[src/cpu_types_pkg.sv]
package cpu_types_pkg;

   // ==============================
   // widths
   // ==============================
   localparam int WORD_WIDTH    = 30; // register and arithmetic width.
   localparam int ADDR_WIDTH    = 20; // memory word address.
   localparam int BUS_WIDTH     = 32;
   localparam int REG_SEL_WIDTH = 2;

   // ==============================
   // vector types
   // ==============================
   typedef logic [WORD_WIDTH-1:0]    word_t;
   typedef logic [ADDR_WIDTH-1:0]    addr_t;

   // datai and datao.
   typedef logic [BUS_WIDTH-1:0]     bus_t;
   typedef logic [BUS_WIDTH-1:0]     instr_t; // instructions arrive over the bus.

   typedef logic [REG_SEL_WIDTH-1:0] reg_sel_t;

endpackage

[src/isa_pkg.sv]
package isa_pkg;

   // ==============================
   // instruction fields
   // ==============================
   localparam int S_MSB    = 30; // source register.
   localparam int S_LSB    = 29;
   localparam int MF_MSB   = 28; // addressing mode.
   localparam int MF_LSB   = 27;
   localparam int DF_MSB   = 26; // destination.
   localparam int DF_LSB   = 24;
   localparam int CF_BIT   = 23; // compare when set.
   localparam int FF_MSB   = 22; // function.
   localparam int FF_LSB   = 19;
   localparam int TAIL_MSB = 19; // shares bit 19 with the function field.
   localparam int TAIL_LSB = 0;

   // ==============================
   // codes
   // ==============================
   typedef enum logic [1:0] {
      mode_imm    = 2'd0,
      mode_direct = 2'd1,
      mode_idx1   = 2'd2,
      mode_idx2   = 2'd3
   } mode_t;

   // code 1 was the old exchange and is no longer decoded.
   typedef enum logic [3:0] {
      func_neg   = 4'd0,
      func_mov_a = 4'd2,
      func_mov_b = 4'd3,
      func_add_a = 4'd4,
      func_add_b = 4'd5,
      func_sub_a = 4'd6,
      func_sub_b = 4'd7
   } func_t;

   // compare functions that set flag b.
   localparam logic [3:0] CMP_LT = 4'd0;
   localparam logic [3:0] CMP_GE = 4'd1;
   localparam logic [3:0] CMP_EQ = 4'd2;
   localparam logic [3:0] CMP_NE = 4'd3;
   localparam logic [3:0] CMP_LE = 4'd4;
   localparam logic [3:0] CMP_GT = 4'd5;

   localparam logic [2:0] DEST_REG_MAX    = 3'd3; // 0 to 3 name a register.
   localparam logic [2:0] DEST_JUMP_SET   = 3'd4;
   localparam logic [2:0] DEST_JUMP_CLEAR = 3'd5;
   localparam logic [2:0] DEST_STORE      = 3'd7;

   localparam cpu_types_pkg::reg_sel_t PC_REG  = 2'd3;
   localparam cpu_types_pkg::word_t    PC_STEP = 30'd8;
   localparam int                      PC_WRAP_BITS = 29;

endpackage

[src/alu.sv]
`timescale 1ns/1ps

module alu (
   input  logic                    clock,
   input  logic                    reset,
   input  cpu_types_pkg::instr_t   ir,
   input  logic                    execute,
   input  cpu_types_pkg::word_t    src_value,
   input  cpu_types_pkg::word_t    operand,
   output cpu_types_pkg::word_t    result,
   output logic                    write_en,
   output cpu_types_pkg::reg_sel_t dst_sel
);

   logic            cf;
   logic [2:0]      df;
   logic [3:0]      ff_code;
   isa_pkg::func_t  func;
   logic            func_writes;
   logic            dest_writes;
   logic            cmp_valid;
   logic            cmp_hit;
   logic            b; // compare flag.

   assign cf      = ir[isa_pkg::CF_BIT];
   assign df      = ir[isa_pkg::DF_MSB:isa_pkg::DF_LSB];
   assign ff_code = ir[isa_pkg::FF_MSB:isa_pkg::FF_LSB];
   assign func    = isa_pkg::func_t'(ff_code);

   // ==============================
   // arithmetic
   // ==============================
   always_comb
   begin
      result      = '0;
      func_writes = 1'b1;
      case (func)
         isa_pkg::func_neg:                       result = '0 - operand;
         isa_pkg::func_mov_a, isa_pkg::func_mov_b: result = operand;
         isa_pkg::func_add_a, isa_pkg::func_add_b: result = src_value + operand;
         isa_pkg::func_sub_a, isa_pkg::func_sub_b: result = src_value - operand;
         default:                                 func_writes = 1'b0; // 1 and 8 to 15.
      endcase
   end

   // jumps write register 3 depending on b; store and 6 write nothing.
   always_comb
   begin
      dst_sel     = df[1:0];
      dest_writes = 1'b0;
      if (df <= isa_pkg::DEST_REG_MAX)
         dest_writes = 1'b1;
      else if (df == isa_pkg::DEST_JUMP_SET)
      begin
         dst_sel     = isa_pkg::PC_REG;
         dest_writes = b;
      end
      else if (df == isa_pkg::DEST_JUMP_CLEAR)
      begin
         dst_sel     = isa_pkg::PC_REG;
         dest_writes = !b;
      end
   end

   assign write_en = execute && !cf && func_writes && dest_writes;

   // ==============================
   // compare
   // ==============================
   always_comb
   begin
      cmp_valid = 1'b1;
      cmp_hit   = 1'b0;
      case (ff_code)
         isa_pkg::CMP_LT: cmp_hit = src_value < operand;
         isa_pkg::CMP_GE: cmp_hit = src_value >= operand;
         isa_pkg::CMP_EQ: cmp_hit = src_value == operand;
         isa_pkg::CMP_NE: cmp_hit = src_value != operand;
         isa_pkg::CMP_LE: cmp_hit = src_value <= operand;
         isa_pkg::CMP_GT: cmp_hit = src_value > operand;
         default:         cmp_valid = 1'b0; // b keeps its value.
      endcase
   end

   always_ff @(posedge clock or posedge reset)
   begin
      if (reset)
         b <= 1'b0;
      else if (execute && cf && cmp_valid)
         b <= cmp_hit;
   end

endmodule

[src/b14_top.sv]
`timescale 1ns/1ps

module b14_top (
   input  logic                 clock,
   input  logic                 reset,
   input  cpu_types_pkg::bus_t  datai,
   output cpu_types_pkg::addr_t addr,
   output cpu_types_pkg::bus_t  datao,
   output logic                 rd,
   output logic                 wr
);

   cpu_types_pkg::instr_t   ir;
   logic                    fetch_done;
   logic                    execute;
   cpu_types_pkg::word_t    pc;
   cpu_types_pkg::word_t    src_value;
   cpu_types_pkg::word_t    reg1;
   cpu_types_pkg::word_t    reg2;
   cpu_types_pkg::addr_t    eff_addr;
   cpu_types_pkg::word_t    operand;
   cpu_types_pkg::word_t    result;
   logic                    write_en;
   cpu_types_pkg::reg_sel_t dst_sel;

   // ==============================
   // control and memory side
   // ==============================
   sequencer u_seq (
      .clock      (clock),
      .reset      (reset),
      .datai      (datai),
      .eff_addr   (eff_addr),
      .pc         (pc),
      .src_value  (src_value),
      .ir         (ir),
      .fetch_done (fetch_done),
      .execute    (execute),
      .addr       (addr),
      .rd         (rd),
      .wr         (wr),
      .datao      (datao)
   );

   // ==============================
   // datapath
   // ==============================
   program_counter u_pc (
      .clock      (clock),
      .reset      (reset),
      .fetch_done (fetch_done),
      .write_en   (write_en),
      .dst_sel    (dst_sel),
      .result     (result),
      .pc         (pc)
   );

   register_file u_regs (
      .clock     (clock),
      .reset     (reset),
      .ir        (ir),
      .pc        (pc),
      .write_en  (write_en),
      .dst_sel   (dst_sel),
      .result    (result),
      .src_value (src_value),
      .reg1      (reg1),
      .reg2      (reg2)
   );

   operand_unit u_opnd (
      .ir       (ir),
      .datai    (datai),
      .reg1     (reg1),
      .reg2     (reg2),
      .eff_addr (eff_addr),
      .operand  (operand)
   );

   alu u_alu (
      .clock     (clock),
      .reset     (reset),
      .ir        (ir),
      .execute   (execute),
      .src_value (src_value),
      .operand   (operand),
      .result    (result),
      .write_en  (write_en),
      .dst_sel   (dst_sel)
   );

endmodule

[src/operand_unit.sv]
`timescale 1ns/1ps

module operand_unit (
   input  cpu_types_pkg::instr_t ir,
   input  cpu_types_pkg::bus_t   datai,
   input  cpu_types_pkg::word_t  reg1,
   input  cpu_types_pkg::word_t  reg2,
   output cpu_types_pkg::addr_t  eff_addr,
   output cpu_types_pkg::word_t  operand
);

   cpu_types_pkg::addr_t tail;
   isa_pkg::mode_t       mode;

   assign tail = ir[isa_pkg::TAIL_MSB:isa_pkg::TAIL_LSB];
   assign mode = isa_pkg::mode_t'(ir[isa_pkg::MF_MSB:isa_pkg::MF_LSB]);

   // ==============================
   // effective address
   // ==============================
   // sums drop the carry out of bit 19.
   always_comb
   begin
      case (mode)
         isa_pkg::mode_idx1: eff_addr = tail + reg1[cpu_types_pkg::ADDR_WIDTH-1:0];
         isa_pkg::mode_idx2: eff_addr = tail + reg2[cpu_types_pkg::ADDR_WIDTH-1:0];
         default:            eff_addr = tail; // immediate and direct.
      endcase
   end

   // ==============================
   // operand value
   // ==============================
   // memory modes take the word read in the cycle before execute.
   always_comb
   begin
      if (mode == isa_pkg::mode_imm)
         operand = cpu_types_pkg::word_t'(tail);
      else
         operand = datai[cpu_types_pkg::WORD_WIDTH-1:0];
   end

endmodule

[src/program_counter.sv]
`timescale 1ns/1ps

module program_counter (
   input  logic                    clock,
   input  logic                    reset,
   input  logic                    fetch_done,
   input  logic                    write_en,
   input  cpu_types_pkg::reg_sel_t dst_sel,
   input  cpu_types_pkg::word_t    result,
   output cpu_types_pkg::word_t    pc
);

   cpu_types_pkg::word_t pc_stepped;

   // wraps at 2^29 before the step, so the top bit only comes from a load.
   assign pc_stepped = cpu_types_pkg::word_t'(pc[isa_pkg::PC_WRAP_BITS-1:0]) + isa_pkg::PC_STEP;

   always_ff @(posedge clock or posedge reset)
   begin
      if (reset)
         pc <= '0;
      else if (write_en && (dst_sel == isa_pkg::PC_REG))
         pc <= result;     // jump or direct write in execute.
      else if (fetch_done)
         pc <= pc_stepped; // decode cycle.
   end

endmodule

[src/register_file.sv]
`timescale 1ns/1ps

module register_file (
   input  logic                    clock,
   input  logic                    reset,
   input  cpu_types_pkg::instr_t   ir,
   input  cpu_types_pkg::word_t    pc,
   input  logic                    write_en,
   input  cpu_types_pkg::reg_sel_t dst_sel,
   input  cpu_types_pkg::word_t    result,
   output cpu_types_pkg::word_t    src_value,
   output cpu_types_pkg::word_t    reg1,
   output cpu_types_pkg::word_t    reg2
);

   cpu_types_pkg::word_t     regs [0:2]; // register 3 lives in program_counter.
   cpu_types_pkg::reg_sel_t  src_sel;

   assign src_sel = ir[isa_pkg::S_MSB:isa_pkg::S_LSB];
   assign reg1    = regs[1];
   assign reg2    = regs[2];

   always_ff @(posedge clock or posedge reset)
   begin
      if (reset)
      begin
         regs[0] <= '0;
         regs[1] <= '0;
         regs[2] <= '0;
      end
      else if (write_en && (dst_sel != isa_pkg::PC_REG))
         regs[dst_sel] <= result;
   end

   always_comb
   begin
      case (src_sel)
         2'd0:    src_value = regs[0];
         2'd1:    src_value = regs[1];
         2'd2:    src_value = regs[2];
         default: src_value = pc; // s = 3.
      endcase
   end

endmodule

[src/sequencer.sv]
`timescale 1ns/1ps

module sequencer (
   input  logic                  clock,
   input  logic                  reset,
   input  cpu_types_pkg::bus_t   datai,
   input  cpu_types_pkg::addr_t  eff_addr,
   input  cpu_types_pkg::word_t  pc,
   input  cpu_types_pkg::word_t  src_value,
   output cpu_types_pkg::instr_t ir,
   output logic                  fetch_done,
   output logic                  execute,
   output cpu_types_pkg::addr_t  addr,
   output logic                  rd,
   output logic                  wr,
   output cpu_types_pkg::bus_t   datao
);

   typedef enum logic [2:0] {
      S_IDLE,
      S_FETCH,
      S_DECODE,
      S_OPERAND,
      S_EXECUTE
   } state_t;

   state_t          state;
   state_t          next_state;
   isa_pkg::mode_t  new_mode;
   logic            new_store;
   logic            need_operand;

   assign fetch_done = (state == S_DECODE);
   assign execute    = (state == S_EXECUTE);

   // ==============================
   // decode of the fetched word
   // ==============================
   // the word is still on datai here and ir loads at the end of decode.
   always_comb
   begin
      new_mode     = isa_pkg::mode_t'(datai[isa_pkg::MF_MSB:isa_pkg::MF_LSB]);
      new_store    = !datai[isa_pkg::CF_BIT] &&
                     (datai[isa_pkg::DF_MSB:isa_pkg::DF_LSB] == isa_pkg::DEST_STORE);
      need_operand = (new_mode != isa_pkg::mode_imm) && !new_store;
   end

   always_comb
   begin
      case (state)
         S_IDLE:    next_state = S_FETCH;
         S_FETCH:   next_state = S_DECODE;
         S_DECODE:  next_state = need_operand ? S_OPERAND : S_EXECUTE;
         S_OPERAND: next_state = S_EXECUTE;
         default:   next_state = S_FETCH; // execute.
      endcase
   end

   // ==============================
   // state and strobes
   // ==============================
   always_ff @(posedge clock or posedge reset)
   begin
      if (reset)
      begin
         state <= S_IDLE;
         rd    <= 1'b0;
         wr    <= 1'b0;
      end
      else
      begin
         state <= next_state;
         rd    <= (next_state == S_FETCH) || (next_state == S_OPERAND);
         wr    <= (state == S_DECODE) && new_store; // high for the store's execute.
      end
   end

   always_ff @(posedge clock or posedge reset)
   begin
      if (reset)
         ir <= '0;
      else if (state == S_DECODE)
         ir <= datai;
   end

   // fetch takes the pc register itself,
   // so a jump loaded at the end of execute is fetched at once.
   always_comb
   begin
      if (state == S_FETCH)
         addr = pc[cpu_types_pkg::ADDR_WIDTH-1:0];
      else if (rd || wr)
         addr = eff_addr; // operand read or store.
      else
         addr = '0;
   end

   // stored value sees register 3 after the step.
   assign datao = wr ? cpu_types_pkg::bus_t'(src_value) : '0;

endmodule

[config.mk]
export PLATFORM = sky130hd
export DESIGN_NAME = b14_top
export DESIGN_NICKNAME = d
export VERILOG_FILES = /design/src/cpu_types_pkg.sv /design/src/isa_pkg.sv /design/src/alu.sv /design/src/b14_top.sv /design/src/operand_unit.sv /design/src/program_counter.sv /design/src/register_file.sv /design/src/sequencer.sv
export SDC_FILE = /design/constraint.sdc
export NUM_CORES = 1
export LEC_CHECK = 0
export BUFFER_PORTS_ARGS = -buffer_cell sky130_fd_sc_hd__buf_2
export CORE_MARGIN = 4
export CORE_UTILIZATION = 60
export CTS_BUF_LIST = sky130_fd_sc_hd__clkbuf_8
export CTS_CLUSTER_DIAMETER = 200
export CTS_CLUSTER_SIZE = 8
export DETAILED_ROUTE_END_ITERATION = 7
export HOLD_SLACK_MARGIN = 0.05
export PLACE_DENSITY_LB_ADDON = 0.12
export SYNTH_ARGS = -nofsm -noshare
export SYNTH_HDL_FRONTEND = slang
export SYNTH_HIERARCHICAL = 1
export SYNTH_SLANG_ARGS = --single-unit
[constraint.sdc]
create_clock -name clock -period 5.4 [get_ports clock]
set_clock_uncertainty 0.2 [all_clocks]
set_input_delay 1.08 -clock clock [delete_from_list [all_inputs] [get_ports clock]]
set_output_delay 1.08 -clock clock [all_outputs]
set_load 0.01 [all_outputs]
==> results.ini, run 1 <==
[grt]
grt_max_degree=53
grt_pass1_wl_um=69200
overflow=0
grt_pass1_vias=12100
grt_usage_pct=33.9
antenna_found_initial=0

[cts]
worstSkewPairLatency_ps=460
h-tree-depth=4
ctsHoldBuffers=0
path_clk_slew_ps=100
clockBufferDepth=2
cts_tree=done
cts_sinks=157
clock_tree.root_cell=clkbuf_8
cts_made_buffers=17

[placed_design]
dp_hpwl_um=33000
io_buffer_count=84
gp_congestion=0.996
place_area_um2=14600
post-place-ws_ps=397
dp.cells=1893

[die]
die_x_um=162
die_area_um2=26300
num_io_pins=88
start_util_pct=60.9
rows=56
core_um2=23400
die_y_um=162

[cells_and_area]
post_layout_nonfiller_instances=1925
design_area_um2=15100
area_growth_syn_to_layout_pct=5.79
fillers=2067
diodes=0
drive_gt1_share_pct=24.6
finalNetCount=1711

[routing]
met1Wirelength_um=19300
via_per_inst=6.59
drt-initial-drc-count=1309
drc=0
routedWlPerCell_um=23.3
wl_met3_um=4230
dr.pass1.iters=5
drt_wl_total_um=44900
dr_wl_met2_um=19700
top_layer=met4
vias=12700
ant_nets=0

[setup_path]
reg2reg_depth=16
cp-end-kind=output pin
critPathRequiredTime_ps=4120
worst-path-buf-inv=3
worst-setup-path-type=register to output pin
timing.rr.start=u_seq/ir[27]
path_common_cell=mux2_2
slowest_delay_ps=480
crit_family=multiplexers
cp_slowest_cell=dfrtp_1
cp_cell_sequence=nand2_2 > buf_12 > mux2_2 > ha_1 > inv_1 > nor3_2 > nand3_1 > a21oi_2 > mux2_2 > a2111o_1 > nand2_1 > o21ai_0 > buf_2
reg2reg_slack_ps=340
worstReg2RegEnd=u_regs/reg2[25]
path_max_fanout=18
start_kind=register
crit_arrival_ps=4080

[timing]
hold_violations=0
fin_crit_sh_pct=99.2
finalCriticalPeriod_ps=5360
final-max-slew-violation-count=0
setup_viol=0
fmax_mhz=187
max-slew-margin-rel_pct=18.5
fin_ws_ps=43.2
tightest_slew_ps=1220
grt_setup_unrepaired=true

[synth]
synth_area_um2=14300
syn_inst=1591
yosysWarnings=6
syn_avg_cell_area_um2=8.96

[job]
max-cap-violations=0

[hold_path]
hold_class=input pin to async pin

[status]
outcome=completed

==> state kept, by name, indices dropped and copies added, names as in the netlist <==
register and count:
u_pc/pc 30, u_regs/reg2 30, u_seq/wr 1, u_seq/ir 31, u_seq/rd 1, u_seq/state 3, u_alu/b 1, u_regs/regs 30
u_regs/reg1 30
==> layer usage <==
layer  GRT usage, %  vias up
met2           51.1      640
met3           6.24      109
met5              0        -
met1           49.2     6174
met4           12.2        0
li1               -     5770
==> how the worst max path moves through the flow <==
stage | start | to | slack [ps] | depth (start not counted)
floorplan | u_seq/ir[28] | addr[14] | 460 | 14
global placement | u_seq/ir[27] | addr[18] | 400 | 13
detailed placement | datai[4] | u_pc/pc[23] | 400 | 15
CTS | u_seq/ir[27] | addr[19] | 8 | 13
global route | u_seq/ir[27] | addr[19] | -130 | 13
finish | u_seq/ir[27] | addr[19] | 40 | 13
==> layout by cell type, fill, tap and decap left out, types with 13 or more instances in the layout <==
cell type / count
dfrtp_1: 155
mux2_2: 153
nand2_1: 149
o21ai_0: 116
a21oi_1: 106
nor2_1: 90
buf_2: 84
ha_1: 80
inv_1: 69
nor3_1: 36
xnor2_1: 36
a21o_1: 33
and2_1: 33
nand3_1: 32
mux4_2: 30
buf_4: 26
nand4_1: 26
nor2b_1: 21
xor2_1: 20
mux2_4: 20
clkbuf_8: 19
a31oi_1: 15
o211ai_1: 15
nor4_1: 14
o31ai_1: 14
and3_1: 13
==> layout make-up <==
type | instances | area (um2) | area share, %
Sequential cell | 157 | 3930 | 26.1
Inverter | 74 | 287 | 1.90
Clock inverter | 12 | 185 | 1.23
Multi-Input combinational cell | 1231 | 9340 | 61.9
Clock buffer | 19 | 262 | 1.73
Tap cell | 319 | 399 | 2.65
Timing Repair Buffer | 113 | 676 | 4.48
==> timing repair <==
action,4_1_cts,5_1_grt
gates resized for setup,3,4
pin swaps,0,2
hold endpoints to repair,0,0
buffers inserted,0,1
endpoints found under the setup margin,2,4
==> stage by stage <==
| step | utilization [%] | TNS, ps | hold WS (ps) |
|---|---|---|---|
| global route | 64.4 | -128 | 280 |
| detailed placement | 62.4 | 0 | 288 |
| finish | 64.4 | 0 | 304 |
| floorplan | - | 0 | 253 |
| CTS | 64.3 | 0 | 277 |
| global placement | 62.4 | 0 | 269 |
Power of run 1 is not shown: default switching activity piles up to over one toggle a cycle in this logic, so the estimate is an artifact.
==> run 2, diff against run 1 <==
- PLACE_DENSITY: not set -> 0.8
- PLACE_DENSITY_LB_ADDON: 0.12 -> not set
==> run 2 against run 1 <==
Wire length down 0.45%. Largest cell class unchanged. Critical endpoint unchanged. Fmax up 1.1%. Die area unchanged. Highest routed layer unchanged. Non-clock buffer count up 4. Clock-buffer cell count down 1.
==> results.ini, run 2 (synthesized netlist as in run 1, its figures left out) <==
[grt]
grt_max_degree=60  ; +13%
antenna_found_initial=0  ; unchanged
grt_pass1_vias=12400  ; +2.3%
grt_usage_pct=33.6  ; -0.30 points
grt_pass1_wl_um=69500  ; +0.41%
overflow=0  ; unchanged

[routing]
drc=0  ; unchanged
via_per_inst=6.69  ; +1.5%
dr.pass1.iters=6  ; +1
routedWlPerCell_um=23.1  ; -0.71%
drt_wl_total_um=44700  ; -0.45%
vias=12900  ; +1.8%
ant_nets=0  ; unchanged
drt-initial-drc-count=1504  ; +15%

[placed_design]
post-place-ws_ps=288  ; -109 ps
dp_hpwl_um=33300  ; +0.99%
io_buffer_count=84  ; unchanged
gp_congestion=0.970  ; -2.6%
place_area_um2=14600  ; +0.11%

[cells_and_area]
post-route-util_pct=64.4  ; about the same
mostFrequentLayoutCells=dfrtp_1, mux2_2, nand2_1
mostFrequentLayoutCell=dfrtp_1
largest_register_ffs=31  ; unchanged
top_register=u_seq/ir
area_growth_syn_to_layout_pct=5.81  ; about the same
finalNetCount=1715  ; +0.23%
drive_gt1_share_pct=24.7  ; +0.063 points
design_area_um2=15100  ; about the same

[cts]
h-tree-depth=4  ; unchanged
worstSkewPairLatency_ps=480  ; +20 ps
ctsHoldBuffers=0  ; unchanged
path_clk_slew_ps=90  ; about the same
clockBufferDepth=2  ; unchanged
clock_tree.root_cell=clkbuf_8
cts_sinks=157  ; unchanged
cts_tree=done
cts_made_buffers=17  ; unchanged

[timing]
whs_ps=310  ; +5.91 ps
final-max-slew-violation-count=0  ; unchanged
grt_setup_unrepaired=true
fin_ws_ps=102  ; +59.3 ps
hold_violations=0  ; unchanged
setup_viol=0  ; unchanged
fin_crit_sh_pct=98.1  ; -1.1 points
finalCriticalPeriod_ps=5300  ; -59.3 ps
tightest_slew_ps=1220  ; +1.64 ps
max-slew-margin-rel_pct=18.6  ; +0.12 points
fmax_mhz=189  ; +1.1%

[hold_path]
hold_class=input pin to async pin

[setup_path]
cp_slowest_cell=dfrtp_1
startpoint=u_seq/ir[27]
path_max_fanout=18  ; unchanged
start_kind=register
timing.rr.start=u_seq/ir[30]
critPathRequiredTime_ps=4120  ; about the same
slowest_delay_ps=470  ; about the same
crit_family=compound AO/OA/AOI/OAI gates
worst-setup-path-type=register to output pin
cp-end-kind=output pin
worst-path-buf-inv=2  ; -1
cp_cell_sequence=nand2_2 > buf_12 > mux2_2 > ha_1 > nand3_1 > o211ai_1 > nand3_1 > a21oi_2 > mux2_2 > a2111o_1 > nand2_1 > o21ai_0 > buf_2
crit_arrival_ps=4020  ; -60 ps

[die]
die_y_um=162  ; unchanged
num_io_pins=88  ; unchanged
die_x_um=162  ; unchanged
die_area_um2=26300  ; unchanged
start_util_pct=60.9  ; unchanged
core_um2=23400  ; unchanged
rows=56  ; unchanged

[status]
outcome=completed

[job]
max-cap-violations=0  ; unchanged

## run 2: changes by cell type in the layout (fill, tap and decap cells not counted), moves of 2 or more
cell and delta:
ha_1 -2, ha_2 +2, buf_4 +3, inv_2 -2, o21ai_1 +2, inv_8 +2, bufinv_16 -2
## run 2: final cells by class
class,instances,area (um2)
well taps,319,399
multi-input cells,1231,9340
clock buffers,18,248
repair buffers,117,718
clock inverters,13,156
flip-flops and latches,157,3930
inverters,74,287
diodes,1,2.50
fillers,1987,8320
## run 2: layer usage
| metal | vias up | routed length (um) | global-route usage [%] |
|---|---|---|---|
| li1 | 5742 | - | - |
| met1 | 6308 | 18300 | 47.3 |
| met2 | 742 | 20200 | 52.0 |
| met3 | 126 | 4420 | 6.06 |
| met4 | 0 | 1760 | 13.1 |
| met5 | - | 0 | 0 |
## run 2: worst reg2reg max path: stages (launching register included)
cell,delay [ps]
dfrtp_2,480
buf_4,350
mux4_2,620
ha_1,430
o21ba_2,260
o2111ai_1,270
nand4_1,280
a21oi_1,370
o311a_1,260
o31ai_1,120
a21oi_1,300
nor2_1,80
a311oi_1,280
o221ai_1,290
mux2_2,360
## run 2: per-stage QoR
stage                     TNS (ps)  instances
after floorplan                  0       1592
after global placement           0       1896
after detailed placement         0       1896
after CTS                        0       1928
after global routing         -36.0       1929
final                            0       1930
## run 2: repair_timing
action                                  CTS  global route
endpoints found under the setup margin    3             8
resized for setup                         2            11
pin swaps                                 1             3
buffers inserted                          1             1
endpoints found under the hold margin     0             0
## run 2: worst paths after layout
| kind | to | slack, ps | cells after the start |
|---|---|---|---|
| max in group asynchronous | u_regs/reg1[25] | 3270 | 3 |
| worst max register to register | u_regs/reg1[26] | 360 | 14 |
| min in group clock | u_regs/regs[84] | 310 | 1 |
| worst min register to register | u_regs/regs[84] | 310 | 1 |
| worst max-delay path | addr[19] | 100 | 13 |
| worst min-delay path | u_alu/b | 310 | 2 |
Power of run 2 is left out for the same reason.
==> run 3, diff against run 2 <==
- ABC_AREA: not set -> 1
- PLACE_DENSITY: 0.8 -> 0.79
==> run 3 against run 2 <==
Wire length grew 32%. Synthesized cell count is 67% higher. Critical path depth grew 3. Via count up 41%. Synthesized area up 15%. Utilization decreased by 1.5 points. Clock-buffer cell count unchanged. Cell area is 12% higher. Non-clock buffer count is 7 lower. First-iteration DRC count up 80%. The run now ends with design-rule violations left. Die area is 14% higher.
==> results.ini, run 3 <==
[setup_path]
crit_arrival_ps=3540  ; -480 ps
path_max_fanout=12  ; -6
start_kind=register
reg2reg_depth=18  ; +4
critPathRequiredTime_ps=4120  ; about the same
cp_cell_sequence=nand2_2 > buf_4 > mux2_2 > ha_1 > nand2_1 > inv_1 > a21oi_1 > nand3_2 > nand2_1 > nand2_1 > nand2_1 > nand3_1 > nand2_1 > nand3_1 > nand2_1 > buf_2
worst-setup-path-type=register to output pin
cp_slowest_cell=dfrtp_1
reg2reg_slack_ps=940  ; +580 ps
worst-path-buf-inv=3  ; +1
slowest_delay_ps=430  ; -40 ps
crit_family=simple AND/OR/NAND/NOR gates
path_common_cell=nand2_1
timing.rr.start=u_seq/ir[30]
cp-end-kind=output pin
worstReg2RegEnd=u_pc/pc[21]

[die]
start_util_pct=60.9  ; about the same
die_x_um=173  ; +6.8%
rows=60  ; +7.1%
die_y_um=173  ; +6.8%
die_area_um2=30000  ; +14%
num_io_pins=88  ; unchanged
core_um2=26900  ; +15%

[timing]
grt_setup_unrepaired=false
setup-tns-final_ps=0  ; unchanged
hold_violations=0  ; unchanged
setup_viol=0  ; unchanged
finalCriticalPeriod_ps=4820  ; -475 ps
max-slew-margin-rel_pct=17.3  ; -1.3 points
tightest_slew_ps=1240  ; +19.7 ps
fmax_mhz=207  ; +9.8%
fin_crit_sh_pct=89.3  ; -8.8 points
whs_ps=286  ; -24.3 ps
final-max-slew-violation-count=0  ; unchanged

[synth]
syn_avg_cell_area_um2=6.17  ; -31%
yosysWarnings=6  ; unchanged
synth_area_um2=16400  ; +15%
syn_inst=2652  ; +67%

[grt]
overflow=0  ; unchanged
grt_pass1_wl_um=90300  ; +30%
antenna_found_initial=0  ; unchanged
grt_usage_pct=37.8  ; +4.2 points
grt_max_degree=61  ; +1.7%
grt_pass1_vias=16600  ; +33%

[cts]
post_cts_buffers=0  ; -1
cts_tree=done
clock_tree.root_cell=clkbuf_8
h-tree-depth=4  ; unchanged
ctsHoldBuffers=0  ; unchanged
cts_sinks=157  ; unchanged
worstSkewPairLatency_ps=460  ; -20 ps
clockBufferDepth=2  ; unchanged
ctsResizeCount=0  ; -2
cts_made_buffers=17  ; unchanged
path_clk_slew_ps=90  ; about the same

[hold_path]
hold_class=input pin to async pin

[routing]
via_per_inst=6.12  ; -8.6%
ant_nets=0  ; unchanged
vias=18300  ; +41%
drt-initial-drc-count=2711  ; +80%
routedWlPerCell_um=19.8  ; -15%
drc=4  ; +4
dr.pass1.iters=8  ; +2
drt_wl_total_um=59000  ; +32%

[status]
outcome=complete, but fails checks
failed_checks=design-rule violations

[cells_and_area]
diodes=0  ; -1
area_growth_syn_to_layout_pct=3.32
mostFrequentLayoutCells=nand2_1, nand3_1, inv_1
finalNetCount=2749  ; +60%
drive_gt1_share_pct=10.5  ; -14 points
fillers=2615  ; +32%
top_register=u_seq/ir
largest_register_ffs=31  ; unchanged
mostFrequentLayoutCell=nand2_1

[placed_design]
dp_hpwl_um=46200  ; +39%
gp_congestion=1.12  ; +15%
io_buffer_count=84  ; unchanged

[job]
max-cap-violations=0  ; unchanged

[run 3: metrics by stage]
stage / instance area, um2 / worst slack (ps) / utilization, % / cells
floorplan: 16400 / 1550 / - / 2653
CTS: 16900 / 640 / 62.9 / 2986
finish: 16900 / 577 / 62.9 / 2986
detailed placement: 16500 / 1040 / 61.6 / 2954
global route: 16900 / 384 / 62.9 / 2986
global placement: 16500 / 1050 / 61.6 / 2954
[run 3: how the worst max path moves through the flow]
| stage | startpoint | to | slack (ps) | depth (start not counted) |
|---|---|---|---|---|
| after global placement | datai[14] | u_pc/pc[21] | 1050 | 17 |
| after floorplan | u_seq/ir[28] | addr[16] | 1550 | 18 |
| after CTS | u_seq/ir[27] | addr[10] | 640 | 13 |
| final | u_seq/ir[27] | addr[18] | 580 | 16 |
| after detailed placement | datai[12] | u_pc/pc[21] | 1040 | 19 |
| after global routing | u_seq/ir[27] | addr[18] | 380 | 16 |
[run 3: layout make-up]
cell class	instances	area [um2]	area share (%)
clock buffers	18	248	1.46
clock inverters	14	124	0.732
inverters	325	1220	7.22
multi-input cells	2021	10300	61.2
flip-flops and latches	157	3930	23.2
well taps	341	427	2.52
repair buffers	110	616	3.64
[run 3: routing by layer]
layer	vias to the layer above	wire length, um	global-route usage [%]
met2	1138	26700	61.2
met3	165	6290	6.30
met1	8458	23000	50.0
li1	8509	-	-
met4	0	3020	17.1
met5	-	0	0
[run 3: worst register-to-register path: stages (launching register included)]
cell	delay, ps
dfrtp_2	460
inv_1	700
buf_4	320
nand3_1	90
nand4_1	280
ha_1	380
a21oi_1	300
o21ai_0	200
a21oi_1	210
nand2_1	170
nand2_1	130
nand3_1	70
nand3_1	90
nand3b_1	200
or2_2	360
nand2_1	70
nand2_1	50
nand2_1	50
inv_1	40
Power of run 3 is left out for the same reason.
